**src/common/core_settings.svh**
```systemverilog
`ifndef CORE_SETTINGS_SVH
`define CORE_SETTINGS_SVH

// datapath and address width
`define XLEN 32

// architectural registers, x0 included
`define NUM_REGS 32

`define RESET_PC 32'h0000_0000 // first fetch address

// a7 value that turns ecall into a halt
`define HALT_CODE 10

`endif

```
**src/common/isa_pkg.sv**
```systemverilog
`include "core_settings.svh"

package isa_pkg;

  typedef logic [`XLEN-1:0] word_t;
  typedef logic [$clog2(`NUM_REGS)-1:0] reg_idx_t;

  localparam reg_idx_t reg_a7 = reg_idx_t'(17); // ecall argument register

  // major opcodes, instr[6:0]
  typedef enum logic [6:0] {
    opc_op     = 7'b0110011,
    opc_op_imm = 7'b0010011,
    opc_lui    = 7'b0110111,
    opc_load   = 7'b0000011,
    opc_store  = 7'b0100011,
    opc_branch = 7'b1100011,
    opc_jal    = 7'b1101111,
    opc_jalr   = 7'b1100111,
    opc_system = 7'b1110011
  } opcode_e;

  // funct3 of the reg-reg and reg-imm ALU group
  typedef enum logic [2:0] {
    f3_add_sub = 3'b000,
    f3_sll     = 3'b001,
    f3_slt     = 3'b010,
    f3_xor     = 3'b100,
    f3_srl_sra = 3'b101,  // instr[30] picks arithmetic
    f3_or      = 3'b110,
    f3_and     = 3'b111
  } alu_funct3_e;

  typedef enum logic [3:0] {
    alu_add, alu_sub, alu_and, alu_or, alu_xor,
    alu_slt, alu_sll, alu_srl, alu_sra, alu_pass_b
  } alu_op_e;

  // branch funct3
  typedef enum logic [2:0] {
    br_eq = 3'b000,
    br_ne = 3'b001,
    br_lt = 3'b100,
    br_ge = 3'b101
  } br_cond_e;

endpackage

```
**src/common/pipe_pkg.sv**
```systemverilog
package pipe_pkg;
  import isa_pkg::*;

  typedef struct packed {
    logic  valid;
    word_t pc;
    word_t instr;
  } if_id_t;

  typedef struct packed {
    alu_op_e  alu_op;
    logic     alu_src_imm; // operand b is the immediate
    logic     mem_read;
    logic     mem_write;
    logic     reg_write;
    logic     link;        // rd gets pc+4
    logic     is_branch;
    logic     is_jal;
    logic     is_jalr;
    br_cond_e br_cond;
    logic     halt;        // ecall seen with a7 == halt code
  } ctrl_t;

  typedef struct packed {
    logic     valid;
    ctrl_t    ctrl;
    word_t    pc;
    word_t    rs1_data;
    word_t    rs2_data;
    word_t    imm;
    reg_idx_t rs1;
    reg_idx_t rs2;
    reg_idx_t rd;
  } id_ex_t;

  typedef struct packed {
    logic     valid;
    logic     mem_read;
    logic     mem_write;
    logic     reg_write;
    logic     halt;
    word_t    alu_out;    // also the data address
    word_t    store_data;
    reg_idx_t rd;
    word_t    wb_value;   // pc+4 or alu result, already picked
  } ex_mem_t;

  typedef struct packed {
    logic  read;
    logic  write;
    word_t addr;
    word_t wdata;
  } mem_req_t;

  typedef struct packed {
    logic     valid;
    reg_idx_t rd;
    word_t    data;
  } commit_t;

  typedef enum logic [1:0] {
    fwd_none     = 2'd0,
    fwd_from_mem = 2'd1,
    fwd_from_wb  = 2'd2
  } fwd_sel_e;

  // operand source mux shared by decode and execute
  function automatic word_t fwd_mux(fwd_sel_e sel, word_t from_reg, word_t from_mem,
                                    word_t from_wb);
    case (sel)
      fwd_from_mem: return from_mem;
      fwd_from_wb:  return from_wb;
      default:      return from_reg;
    endcase
  endfunction

endpackage

```
**src/decode/decode_stage.sv**
```systemverilog
`timescale 1ns/1ns
`include "core_settings.svh"

module decode_stage import isa_pkg::*, pipe_pkg::*; (
  input  logic     clk,
  input  logic     reset,
  input  logic     stall,
  input  logic     flush,          // redirect from execute
  input  if_id_t   if_id,
  input  commit_t  wb,
  input  word_t    mem_fwd_value,  // EX/MEM result for the a7 check
  input  fwd_sel_e ecall_fwd,
  output reg_idx_t rs1_idx,
  output reg_idx_t rs2_idx,
  output id_ex_t   id_ex
);

  word_t   instr;
  opcode_e opcode;
  ctrl_t   ctrl;
  word_t   imm;
  word_t   rs1_data;
  word_t   rs2_data;
  word_t   a7_value;
  logic    is_ecall;
  logic    use_rs1;
  logic    use_rs2;

  function automatic alu_op_e alu_decode(logic [2:0] funct3, logic alt, logic reg_op);
    case (alu_funct3_e'(funct3))
      f3_add_sub: return (reg_op && alt) ? alu_sub : alu_add; // no subi
      f3_sll:     return alu_sll;
      f3_slt:     return alu_slt;
      f3_xor:     return alu_xor;
      f3_srl_sra: return alt ? alu_sra : alu_srl;
      f3_or:      return alu_or;
      f3_and:     return alu_and;
      default:    return alu_add;
    endcase
  endfunction

  assign instr    = if_id.instr;
  assign opcode   = opcode_e'(instr[6:0]);
  assign is_ecall = if_id.valid && opcode == opc_system;
  assign use_rs1  = if_id.valid &&
                    opcode inside {opc_op, opc_op_imm, opc_load, opc_store, opc_branch, opc_jalr};
  assign use_rs2  = if_id.valid && opcode inside {opc_op, opc_store, opc_branch};

  // unused ports read x0 so they never forward or stall
  // ecall reads a7 on both ports, hazard unit keys on that
  assign rs1_idx = is_ecall ? reg_a7 : use_rs1 ? instr[19:15] : '0;
  assign rs2_idx = is_ecall ? reg_a7 : use_rs2 ? instr[24:20] : '0;

  reg_file u_reg_file (
    .clk, .reset, .rs1_idx, .rs2_idx, .wb, .rs1_data, .rs2_data
  );

  assign a7_value = fwd_mux(ecall_fwd, rs1_data, mem_fwd_value, wb.data);

  always_comb begin
    case (opcode)
      opc_store:  imm = {{20{instr[31]}}, instr[31:25], instr[11:7]};
      opc_branch: imm = {{20{instr[31]}}, instr[7], instr[30:25], instr[11:8], 1'b0};
      opc_lui:    imm = {instr[31:12], 12'b0};
      opc_jal:    imm = {{12{instr[31]}}, instr[19:12], instr[20], instr[30:21], 1'b0};
      default:    imm = {{20{instr[31]}}, instr[31:20]}; // I-type
    endcase
  end

  always_comb begin
    ctrl         = '0;
    ctrl.br_cond = br_cond_e'(instr[14:12]);
    ctrl.halt    = is_ecall && a7_value == word_t'(`HALT_CODE);
    if (if_id.valid) begin
      case (opcode)
        opc_op: begin
          ctrl.alu_op    = alu_decode(instr[14:12], instr[30], 1'b1);
          ctrl.reg_write = 1'b1;
        end
        opc_op_imm: begin
          ctrl.alu_op      = alu_decode(instr[14:12], instr[30], 1'b0);
          ctrl.alu_src_imm = 1'b1;
          ctrl.reg_write   = 1'b1;
        end
        opc_lui: begin
          ctrl.alu_op      = alu_pass_b;
          ctrl.alu_src_imm = 1'b1;
          ctrl.reg_write   = 1'b1;
        end
        opc_load: begin
          ctrl.alu_src_imm = 1'b1; // address = rs1 + imm
          ctrl.mem_read    = 1'b1;
          ctrl.reg_write   = 1'b1;
        end
        opc_store: begin
          ctrl.alu_src_imm = 1'b1;
          ctrl.mem_write   = 1'b1;
        end
        opc_branch: ctrl.is_branch = 1'b1;
        opc_jal: begin
          ctrl.is_jal    = 1'b1;
          ctrl.link      = 1'b1;
          ctrl.reg_write = 1'b1;
        end
        opc_jalr: begin
          ctrl.is_jalr     = 1'b1;
          ctrl.alu_src_imm = 1'b1;
          ctrl.link        = 1'b1;
          ctrl.reg_write   = 1'b1;
        end
        default: ; // system handled by halt above
      endcase
    end
  end

  always_ff @(posedge clk) begin
    id_ex.pc       <= if_id.pc;
    id_ex.rs1_data <= rs1_data;
    id_ex.rs2_data <= rs2_data;
    id_ex.imm      <= imm;
    id_ex.rs1      <= rs1_idx;
    id_ex.rs2      <= rs2_idx;
    id_ex.rd       <= instr[11:7];
    if (reset || stall || flush) begin
      id_ex.valid <= 1'b0; // bubble
      id_ex.ctrl  <= '0;
    end else begin
      id_ex.valid <= if_id.valid;
      id_ex.ctrl  <= ctrl;
    end
  end

endmodule

```
**src/decode/reg_file.sv**
```systemverilog
`timescale 1ns/1ns
`include "core_settings.svh"

module reg_file import isa_pkg::*, pipe_pkg::*; (
  input  logic     clk,
  input  logic     reset,
  input  reg_idx_t rs1_idx,
  input  reg_idx_t rs2_idx,
  input  commit_t  wb,       // write port, valid never set for x0
  output word_t    rs1_data,
  output word_t    rs2_data
);

  word_t regs [`NUM_REGS];

  // x0 reads as zero and a write in the same cycle shows through
  function automatic word_t read_port(reg_idx_t idx, commit_t w, word_t stored);
    if (idx == '0) begin
      return '0;
    end else if (w.valid && w.rd == idx) begin
      return w.data;
    end
    return stored;
  endfunction

  assign rs1_data = read_port(rs1_idx, wb, regs[rs1_idx]);
  assign rs2_data = read_port(rs2_idx, wb, regs[rs2_idx]);

  always_ff @(posedge clk) begin
    if (reset) begin
      for (int i = 0; i < `NUM_REGS; i++) begin
        regs[i] <= '0;
      end
    end else if (wb.valid) begin
      regs[wb.rd] <= wb.data;
    end
  end

endmodule

```
**src/verilog/execute_stage.sv**
```systemverilog
`timescale 1ns/1ns
`include "core_settings.svh"

module execute_stage import isa_pkg::*, pipe_pkg::*; (
  input  logic     clk,
  input  logic     reset,
  input  id_ex_t   id_ex,
  input  fwd_sel_e fwd_rs1,
  input  fwd_sel_e fwd_rs2,
  input  commit_t  wb,
  output ex_mem_t  ex_mem,
  output logic     redirect,
  output word_t    redirect_pc
);

  localparam int shamt_w = $clog2(`XLEN);

  word_t op_a;
  word_t op_b_reg;   // forwarded rs2, doubles as store data
  word_t op_b;
  word_t alu_out;
  word_t pc_plus_4;
  logic  cond;
  logic  [shamt_w-1:0] shamt;

  // ex_mem holds the next older instruction, commit the one after
  assign op_a     = fwd_mux(fwd_rs1, id_ex.rs1_data, ex_mem.wb_value, wb.data);
  assign op_b_reg = fwd_mux(fwd_rs2, id_ex.rs2_data, ex_mem.wb_value, wb.data);
  assign op_b     = id_ex.ctrl.alu_src_imm ? id_ex.imm : op_b_reg;
  assign shamt    = op_b[shamt_w-1:0];

  always_comb begin
    case (id_ex.ctrl.alu_op)
      alu_add:    alu_out = op_a + op_b;
      alu_sub:    alu_out = op_a - op_b;
      alu_and:    alu_out = op_a & op_b;
      alu_or:     alu_out = op_a | op_b;
      alu_xor:    alu_out = op_a ^ op_b;
      alu_slt:    alu_out = word_t'($signed(op_a) < $signed(op_b));
      alu_sll:    alu_out = op_a << shamt;
      alu_srl:    alu_out = op_a >> shamt;
      alu_sra:    alu_out = word_t'($signed(op_a) >>> shamt);
      alu_pass_b: alu_out = op_b; // lui
      default:    alu_out = op_a + op_b;
    endcase
  end

  // branch compare always on the two register operands
  always_comb begin
    case (id_ex.ctrl.br_cond)
      br_eq:   cond = op_a == op_b_reg;
      br_ne:   cond = op_a != op_b_reg;
      br_lt:   cond = $signed(op_a) < $signed(op_b_reg);
      br_ge:   cond = $signed(op_a) >= $signed(op_b_reg);
      default: cond = 1'b0;
    endcase
  end

  assign redirect = id_ex.valid &&
                    (id_ex.ctrl.is_jal || id_ex.ctrl.is_jalr || (id_ex.ctrl.is_branch && cond));
  assign redirect_pc = id_ex.ctrl.is_jalr ? {alu_out[`XLEN-1:1], 1'b0} : id_ex.pc + id_ex.imm;
  assign pc_plus_4   = id_ex.pc + word_t'(4);

  always_ff @(posedge clk) begin
    ex_mem.alu_out    <= alu_out;
    ex_mem.store_data <= op_b_reg;
    ex_mem.rd         <= id_ex.rd;
    ex_mem.wb_value   <= id_ex.ctrl.link ? pc_plus_4 : alu_out;
    if (reset) begin
      ex_mem.valid     <= 1'b0;
      ex_mem.mem_read  <= 1'b0;
      ex_mem.mem_write <= 1'b0;
      ex_mem.reg_write <= 1'b0;
      ex_mem.halt      <= 1'b0;
    end else begin
      ex_mem.valid     <= id_ex.valid;
      ex_mem.mem_read  <= id_ex.valid && id_ex.ctrl.mem_read;
      ex_mem.mem_write <= id_ex.valid && id_ex.ctrl.mem_write;
      ex_mem.reg_write <= id_ex.valid && id_ex.ctrl.reg_write;
      ex_mem.halt      <= id_ex.valid && id_ex.ctrl.halt;
    end
  end

endmodule

```
**src/verilog/fetch_stage.sv**
```systemverilog
`timescale 1ns/1ns
`include "core_settings.svh"

module fetch_stage import isa_pkg::*, pipe_pkg::*; (
  input  logic   clk,
  input  logic   reset,
  input  logic   stall,        // load-use hold
  input  logic   redirect,     // taken branch or jump resolved in execute
  input  word_t  redirect_pc,
  output word_t  imem_addr,
  input  word_t  imem_data,    // comes back in the same cycle
  output if_id_t if_id
);

  word_t pc;
  word_t pc_next;

  assign imem_addr = pc;

  // static not-taken, redirect beats stall
  assign pc_next = redirect ? redirect_pc :
                   stall    ? pc          :
                              pc + word_t'(4);

  always_ff @(posedge clk) begin
    if (reset) begin
      pc <= `RESET_PC;
    end else begin
      pc <= pc_next;
    end
  end

  always_ff @(posedge clk) begin
    if (reset || redirect) begin
      if_id.valid <= 1'b0; // wrong-path fetch dropped
    end else if (!stall) begin
      if_id.valid <= 1'b1;
      if_id.pc    <= pc;
      if_id.instr <= imem_data;
    end
  end

endmodule

```
**src/verilog/hazard_unit.sv**
```systemverilog
`timescale 1ns/1ns

module hazard_unit import isa_pkg::*, pipe_pkg::*; (
  input  reg_idx_t rs1_idx,    // decode reads
  input  reg_idx_t rs2_idx,
  input  id_ex_t   id_ex,
  input  ex_mem_t  ex_mem,
  input  commit_t  wb,
  output logic     stall,
  output fwd_sel_e ecall_fwd,
  output fwd_sel_e fwd_rs1,
  output fwd_sel_e fwd_rs2
);

  logic ecall_read;
  logic load_use;
  logic a7_pending;

  // youngest producer first, x0 never forwarded
  function automatic fwd_sel_e pick(reg_idx_t idx, ex_mem_t em, commit_t cm);
    if (idx == '0) begin
      return fwd_none;
    end else if (em.valid && em.reg_write && em.rd == idx) begin
      return fwd_from_mem;
    end else if (cm.valid && cm.rd == idx) begin
      return fwd_from_wb;
    end
    return fwd_none;
  endfunction

  assign fwd_rs1   = pick(id_ex.rs1, ex_mem, wb);
  assign fwd_rs2   = pick(id_ex.rs2, ex_mem, wb);
  assign ecall_fwd = pick(rs1_idx, ex_mem, wb);

  // load result only exists after MEM, one bubble lets it reach WB
  assign load_use = id_ex.valid && id_ex.ctrl.mem_read && id_ex.rd != '0 &&
                    (id_ex.rd == rs1_idx || id_ex.rd == rs2_idx);

  // decode drives a7 on both ports for ecall
  assign ecall_read = rs1_idx == reg_a7 && rs2_idx == reg_a7;
  // halt check needs a7 now, so wait while it is still in execute or a load in MEM
  assign a7_pending = ecall_read &&
                      ((id_ex.valid && id_ex.ctrl.reg_write && id_ex.rd == reg_a7) ||
                       (ex_mem.valid && ex_mem.mem_read && ex_mem.rd == reg_a7));

  assign stall = load_use || a7_pending;

endmodule

```
**src/verilog/memory_stage.sv**
```systemverilog
`timescale 1ns/1ns

module memory_stage import isa_pkg::*, pipe_pkg::*; (
  input  logic     clk,
  input  logic     reset,
  input  ex_mem_t  ex_mem,
  output mem_req_t dmem_req,
  input  word_t    dmem_rdata,  // combinational read
  output commit_t  wb,
  output logic     halted
);

  logic live;

  // nothing younger than the ecall touches memory or registers
  assign live = ex_mem.valid && !halted;

  assign dmem_req.read  = live && ex_mem.mem_read;
  assign dmem_req.write = live && ex_mem.mem_write;
  assign dmem_req.addr  = ex_mem.alu_out;
  assign dmem_req.wdata = ex_mem.store_data;

  always_ff @(posedge clk) begin
    wb.rd   <= ex_mem.rd;
    wb.data <= ex_mem.mem_read ? dmem_rdata : ex_mem.wb_value;
    if (reset) begin
      wb.valid <= 1'b0;
      halted   <= 1'b0;
    end else begin
      wb.valid <= live && ex_mem.reg_write && ex_mem.rd != '0; // x0 writes dropped
      if (live && ex_mem.halt) begin
        halted <= 1'b1; // sticky until reset
      end
    end
  end

endmodule

```
**src/verilog/rv_core.sv**
```systemverilog
`timescale 1ns/1ns

module rv_core import isa_pkg::*, pipe_pkg::*; (
  input  logic     clk,
  input  logic     reset,
  output word_t    imem_addr,
  input  word_t    imem_data,
  output mem_req_t dmem_req,
  input  word_t    dmem_rdata,
  output commit_t  commit,     // MEM/WB result, also the register write port
  output logic     halted
);

  if_id_t   if_id;
  id_ex_t   id_ex;
  ex_mem_t  ex_mem;
  logic     stall;
  logic     redirect;
  word_t    redirect_pc;
  reg_idx_t rs1_idx;
  reg_idx_t rs2_idx;
  fwd_sel_e ecall_fwd;
  fwd_sel_e fwd_rs1;
  fwd_sel_e fwd_rs2;

  fetch_stage u_fetch (
    .clk, .reset, .stall, .redirect, .redirect_pc,
    .imem_addr, .imem_data, .if_id
  );

  decode_stage u_decode (
    .clk, .reset, .stall,
    .flush         (redirect),          // squash the instruction behind a taken jump
    .if_id,
    .wb            (commit),
    .mem_fwd_value (ex_mem.wb_value),
    .ecall_fwd, .rs1_idx, .rs2_idx, .id_ex
  );

  execute_stage u_execute (
    .clk, .reset, .id_ex, .fwd_rs1, .fwd_rs2,
    .wb (commit),
    .ex_mem, .redirect, .redirect_pc
  );

  memory_stage u_memory (
    .clk, .reset, .ex_mem, .dmem_req, .dmem_rdata,
    .wb (commit),
    .halted
  );

  hazard_unit u_hazard (
    .rs1_idx, .rs2_idx, .id_ex, .ex_mem,
    .wb (commit),
    .stall, .ecall_fwd, .fwd_rs1, .fwd_rs2
  );

endmodule

```
**config.mk**
```make
export PLATFORM = sky130hd
export DESIGN_NAME = rv_core
export DESIGN_NICKNAME = d
export VERILOG_FILES = /design/src/common/isa_pkg.sv /design/src/common/pipe_pkg.sv /design/src/decode/decode_stage.sv /design/src/decode/reg_file.sv /design/src/verilog/execute_stage.sv /design/src/verilog/fetch_stage.sv /design/src/verilog/hazard_unit.sv /design/src/verilog/memory_stage.sv /design/src/verilog/rv_core.sv
export VERILOG_INCLUDE_DIRS = /design/src /design/src/common
export SDC_FILE = /design/constraint.sdc
export NUM_CORES = 2
export LEC_CHECK = 0
export BUFFER_PORTS_ARGS = -buffer_cell sky130_fd_sc_hd__buf_2
export CAP_MARGIN = 15
export CORE_ASPECT_RATIO = 1.5
export CORE_MARGIN = 2
export CORE_UTILIZATION = 40
export DETAILED_ROUTE_END_ITERATION = 10
export PLACE_DENSITY = 0.53
export SYNTH_ARGS = -nofsm -noshare
export SYNTH_HDL_FRONTEND = slang
export SYNTH_HIERARCHICAL = 1
export SYNTH_SLANG_ARGS = --single-unit
```
**constraint.sdc**
```tcl
create_clock -name clk -period 12.8 [get_ports clk]
set_input_delay 3.84 -clock clk [delete_from_list [all_inputs] [get_ports clk]]
set_output_delay 3.84 -clock clk [all_outputs]
set_load 0.03 [all_outputs]
```
==> results.txt <==
P&R area growth vs syn -> 9.90%
Die ar. -> 211000 µm²
Wirelength per Cell -> 36.7 µm
setup slack after layout -> 4.93 ns
Initial Util -> 40.2%
critical-path cell list -> xnor2_1 > nand4_1 > nor4_1 > o21a_1 > ha_2 > buf_4 > inv_1 > o21ai_1 > inv_1 > ha_1 > nand4_1 > nor3_1 > a221oi_1 > a211oi_1 > nor4b_1 > nor4_1 > a31oi_1 > a41oi_1 > and4_1 > mux2i_1 > o21ai_0 > a211o_1 > a211oi_1
Startpoint Class -> flop
Layout fillers -> 19.0k
critical path type -> reg2reg
status -> completed
final hold viol count -> 0
DP Worst Slack -> 4.63 ns
Seq cells post-synth -> 1426
# Post-CTS Setup Buffers -> 0
RSZ-0062 raised after global routing -> false
clock slew at reported path FFs -> 0.06 ns
Die Y -> 561 µm
clk sinks -> 1426
Final period util -> 61.5%
register area share after synthesis -> 47.7%
Vias/cell -> 6.35
Worst EP required -> 13.49 ns
fmax -> 127 MHz
chip width -> 375 µm
number of CTS-inserted buffers -> 160
maximum VDD drop -> 0.106 mV
DRT Wirelength -> 353000 µm
Resized cells post-CTS -> 0
synth warn -> 6
share of cells above drive strength 1 -> 19.6%
Bufs and invs on worst path -> 3
routability cong. -> 1.05
highest-delay cell along the critical path -> o21ai_1
post-route ant nets -> 0
crit path DAT -> 8.55 ns
setup tns final -> 0 ns
Max clock buf depth -> 4
PD cells -> 118 nW/µm²
clock skew -> 0.0496 ns
DRC -> 0
total number of vias -> 61.2k
CTS Hold Bufs -> 0
Post-DP HPWL -> 248000 µm
Overflow after GRT -> 0
number of synthesized flops with an enable pin -> 1088
drt pass-1 iters -> 8
crit end category -> flop
CP peak stage delay -> 0.87 ns
# setup viols final -> 0
slew margin rel. -> 13.1%
worst hold slack -> 0.339 ns
Tot Pwr -> 0.0107 W
Worst path top cell family by delay -> compound AO/OA/AOI/OAI gates
core outline area -> 206000 µm²
syn nets -> 7141
Initial DRC Count -> 7237
fin nets -> 7061
count of pins over their slew limit -> 0
Clock Latency Late Sink -> 0.85 ns
vias in the first global route -> 60.3k
crit-path max FO -> 50
PortBufs -> 202
FF+latch area -> 39400 µm²
Gate Count Post-Synth -> 6904
first-pass GRT wire length -> 484000 µm
multi-input logic area -> 39700 µm²
CTS tree -> done
fraction of registers with async set/reset -> 0%
Final Core Density -> 44.2%
Total GRT Usage -> 32.7%
initial antenna violation count -> 31
htree depth -> 4
FP Rows -> 204
Max Cap Viol -> 0
mapped cell area -> 82700 µm²
Leakage -> 33.1 nW
synth unique cells -> 112
clk root buf -> clkbuf_16
Synth Area per Inst -> 12.0 µm²
ys flop type -> edfxtp_1
largest net degree at the start of global routing -> 98
IO Count -> 203
worst-margin pin slew -> 1.30 ns
worst min path class -> reg2reg
minimum clock period -> 7.87 ns
## cell type report
type,count,area share (%)
Tap cell,2678,3.69
Antenna cell,14,0.0385
Clock inverter,87,0.804
Multi-Input combinational cell,4636,43.7
Clock buffer,193,4.69
Inverter,186,0.787
Sequential cell,1426,43.4
Timing Repair Buffer,414,2.94
## cell usage in the layout (no fill, tap or decap), drive strengths merged, types with 43 or more instances in the layout
cell       n
a211oi    91
a21o      63
a21oi    242
a221o     82
a221oi    66
a22oi     96
and2    1066
buf      413
clkbuf   194
clkinv    62
dfxtp    338
edfxtp  1088
ha       168
inv      192
mux2      84
mux2i    358
mux4     468
nand2    332
nand2b    43
nand3     64
nor2     309
nor2b     48
nor3      72
o211ai    52
o21ai    217
o22ai     57
or2       45
xnor2     80
xor2      46
## sequential cells by signal, indices dropped and copies added (netlist names)
register,flops
u_decode/id_ex,160
u_decode/u_reg_file/regs,1024
u_execute/ex_mem,106
u_fetch/if_id,65
u_fetch/imem_addr,32
u_memory/halted,1
u_memory/wb,38
## worst reg2reg max path: cells and delay by family, from the launching register on
family                     cells  cell delay [ns]
AOI/OAI and AO/OA              9             2.65
xor gates and xnor gates       1             0.18
adders and majority gates      2             0.81
buffers and inverters          3             1.03
DFF                            1             0.70
muxes                          1             0.19
and+or+nand+nor                7             2.14
## final timing paths
check	endpoint	from	slack, ns	depth (start not counted)
max	u_fetch/imem_addr[31]	u_memory/wb[34]	4.93	23
min	u_decode/id_ex[133]	u_fetch/if_id[54]	0.34	0
max reg2reg	u_fetch/imem_addr[31]	u_memory/wb[34]	4.93	23
min reg2reg	u_decode/id_ex[133]	u_fetch/if_id[54]	0.34	0
## cell usage after synthesis (17+ instances only)
cell	number	area [µm²]
nand4_1	37	231
o22ai_1	56	350
dfxtp_1	338	6770
or2_2	43	269
nor2_1	309	1160
mux2_4	29	435
o21a_1	25	188
a311oi_1	19	166
nand3_1	64	320
nor4_1	32	200
a21o_1	63	473
nor2b_1	48	300
a221oi_1	64	561
o21bai_1	25	188
buf_6	31	349
or3_1	25	156
nor3_1	69	345
o31ai_1	24	180
a21oi_1	242	1210
and2_1	1064	6660
nand2_1	332	1250
o21ai_1	33	165
nand2b_1	43	269
o211ai_1	51	383
xor2_1	46	403
mux4_2	468	10500
a22oi_1	96	721
ha_1	168	2100
buf_2	109	546
o21ai_0	176	881
mux2_2	55	619
o221ai_1	17	149
a211oi_1	89	668
xnor2_1	80	701
clkbuf_1	381	1430
a221o_1	82	821
and3_1	19	119
mux2i_1	356	3560
edfxtp_1	1088	32700
a31oi_1	40	250
a211o_1	25	219
inv_1	180	676
buf_1	35	131
buf_4	88	661
## kinds of logic after synthesis
logic type,count (synthesis),share of synthesized area (%)
flops,1426,47.7
fa+ha+maj,171,2.61
buf+inv,842,4.83
mux,910,18.4
compound gates,1243,10.5
xor+xnor,126,1.33
simple gates,2186,14.7
## metal layers
metal	routed length [µm]	GRT usage, %	vias up	part of all wire (%)
met5	65	0	-	0.018
met4	28800	22.6	8	8.1
met3	23400	4.64	917	6.6
met2	176000	56.7	3210	50
met1	125000	37.3	31300	35
li1	-	-	25700	-
## per-stage QoR
stage,cells,instance area [µm²]
global route,9622,90900
global placement,9337,85900
detailed placement,9339,85900
CTS,9619,90900
finish,9634,90900
floorplan,6904,82700
## power breakdown
group / leakage (nW) / switching (W) / internal [W] / total (W)
Sequential: 14.0 / 0.000140 / 0.00512 / 0.00526
Clock: 2.45 / 0.00198 / 0.00258 / 0.00456
Combinational: 16.6 / 0.000573 / 0.000295 / 0.000868
(Power assumes the default switching activity.)
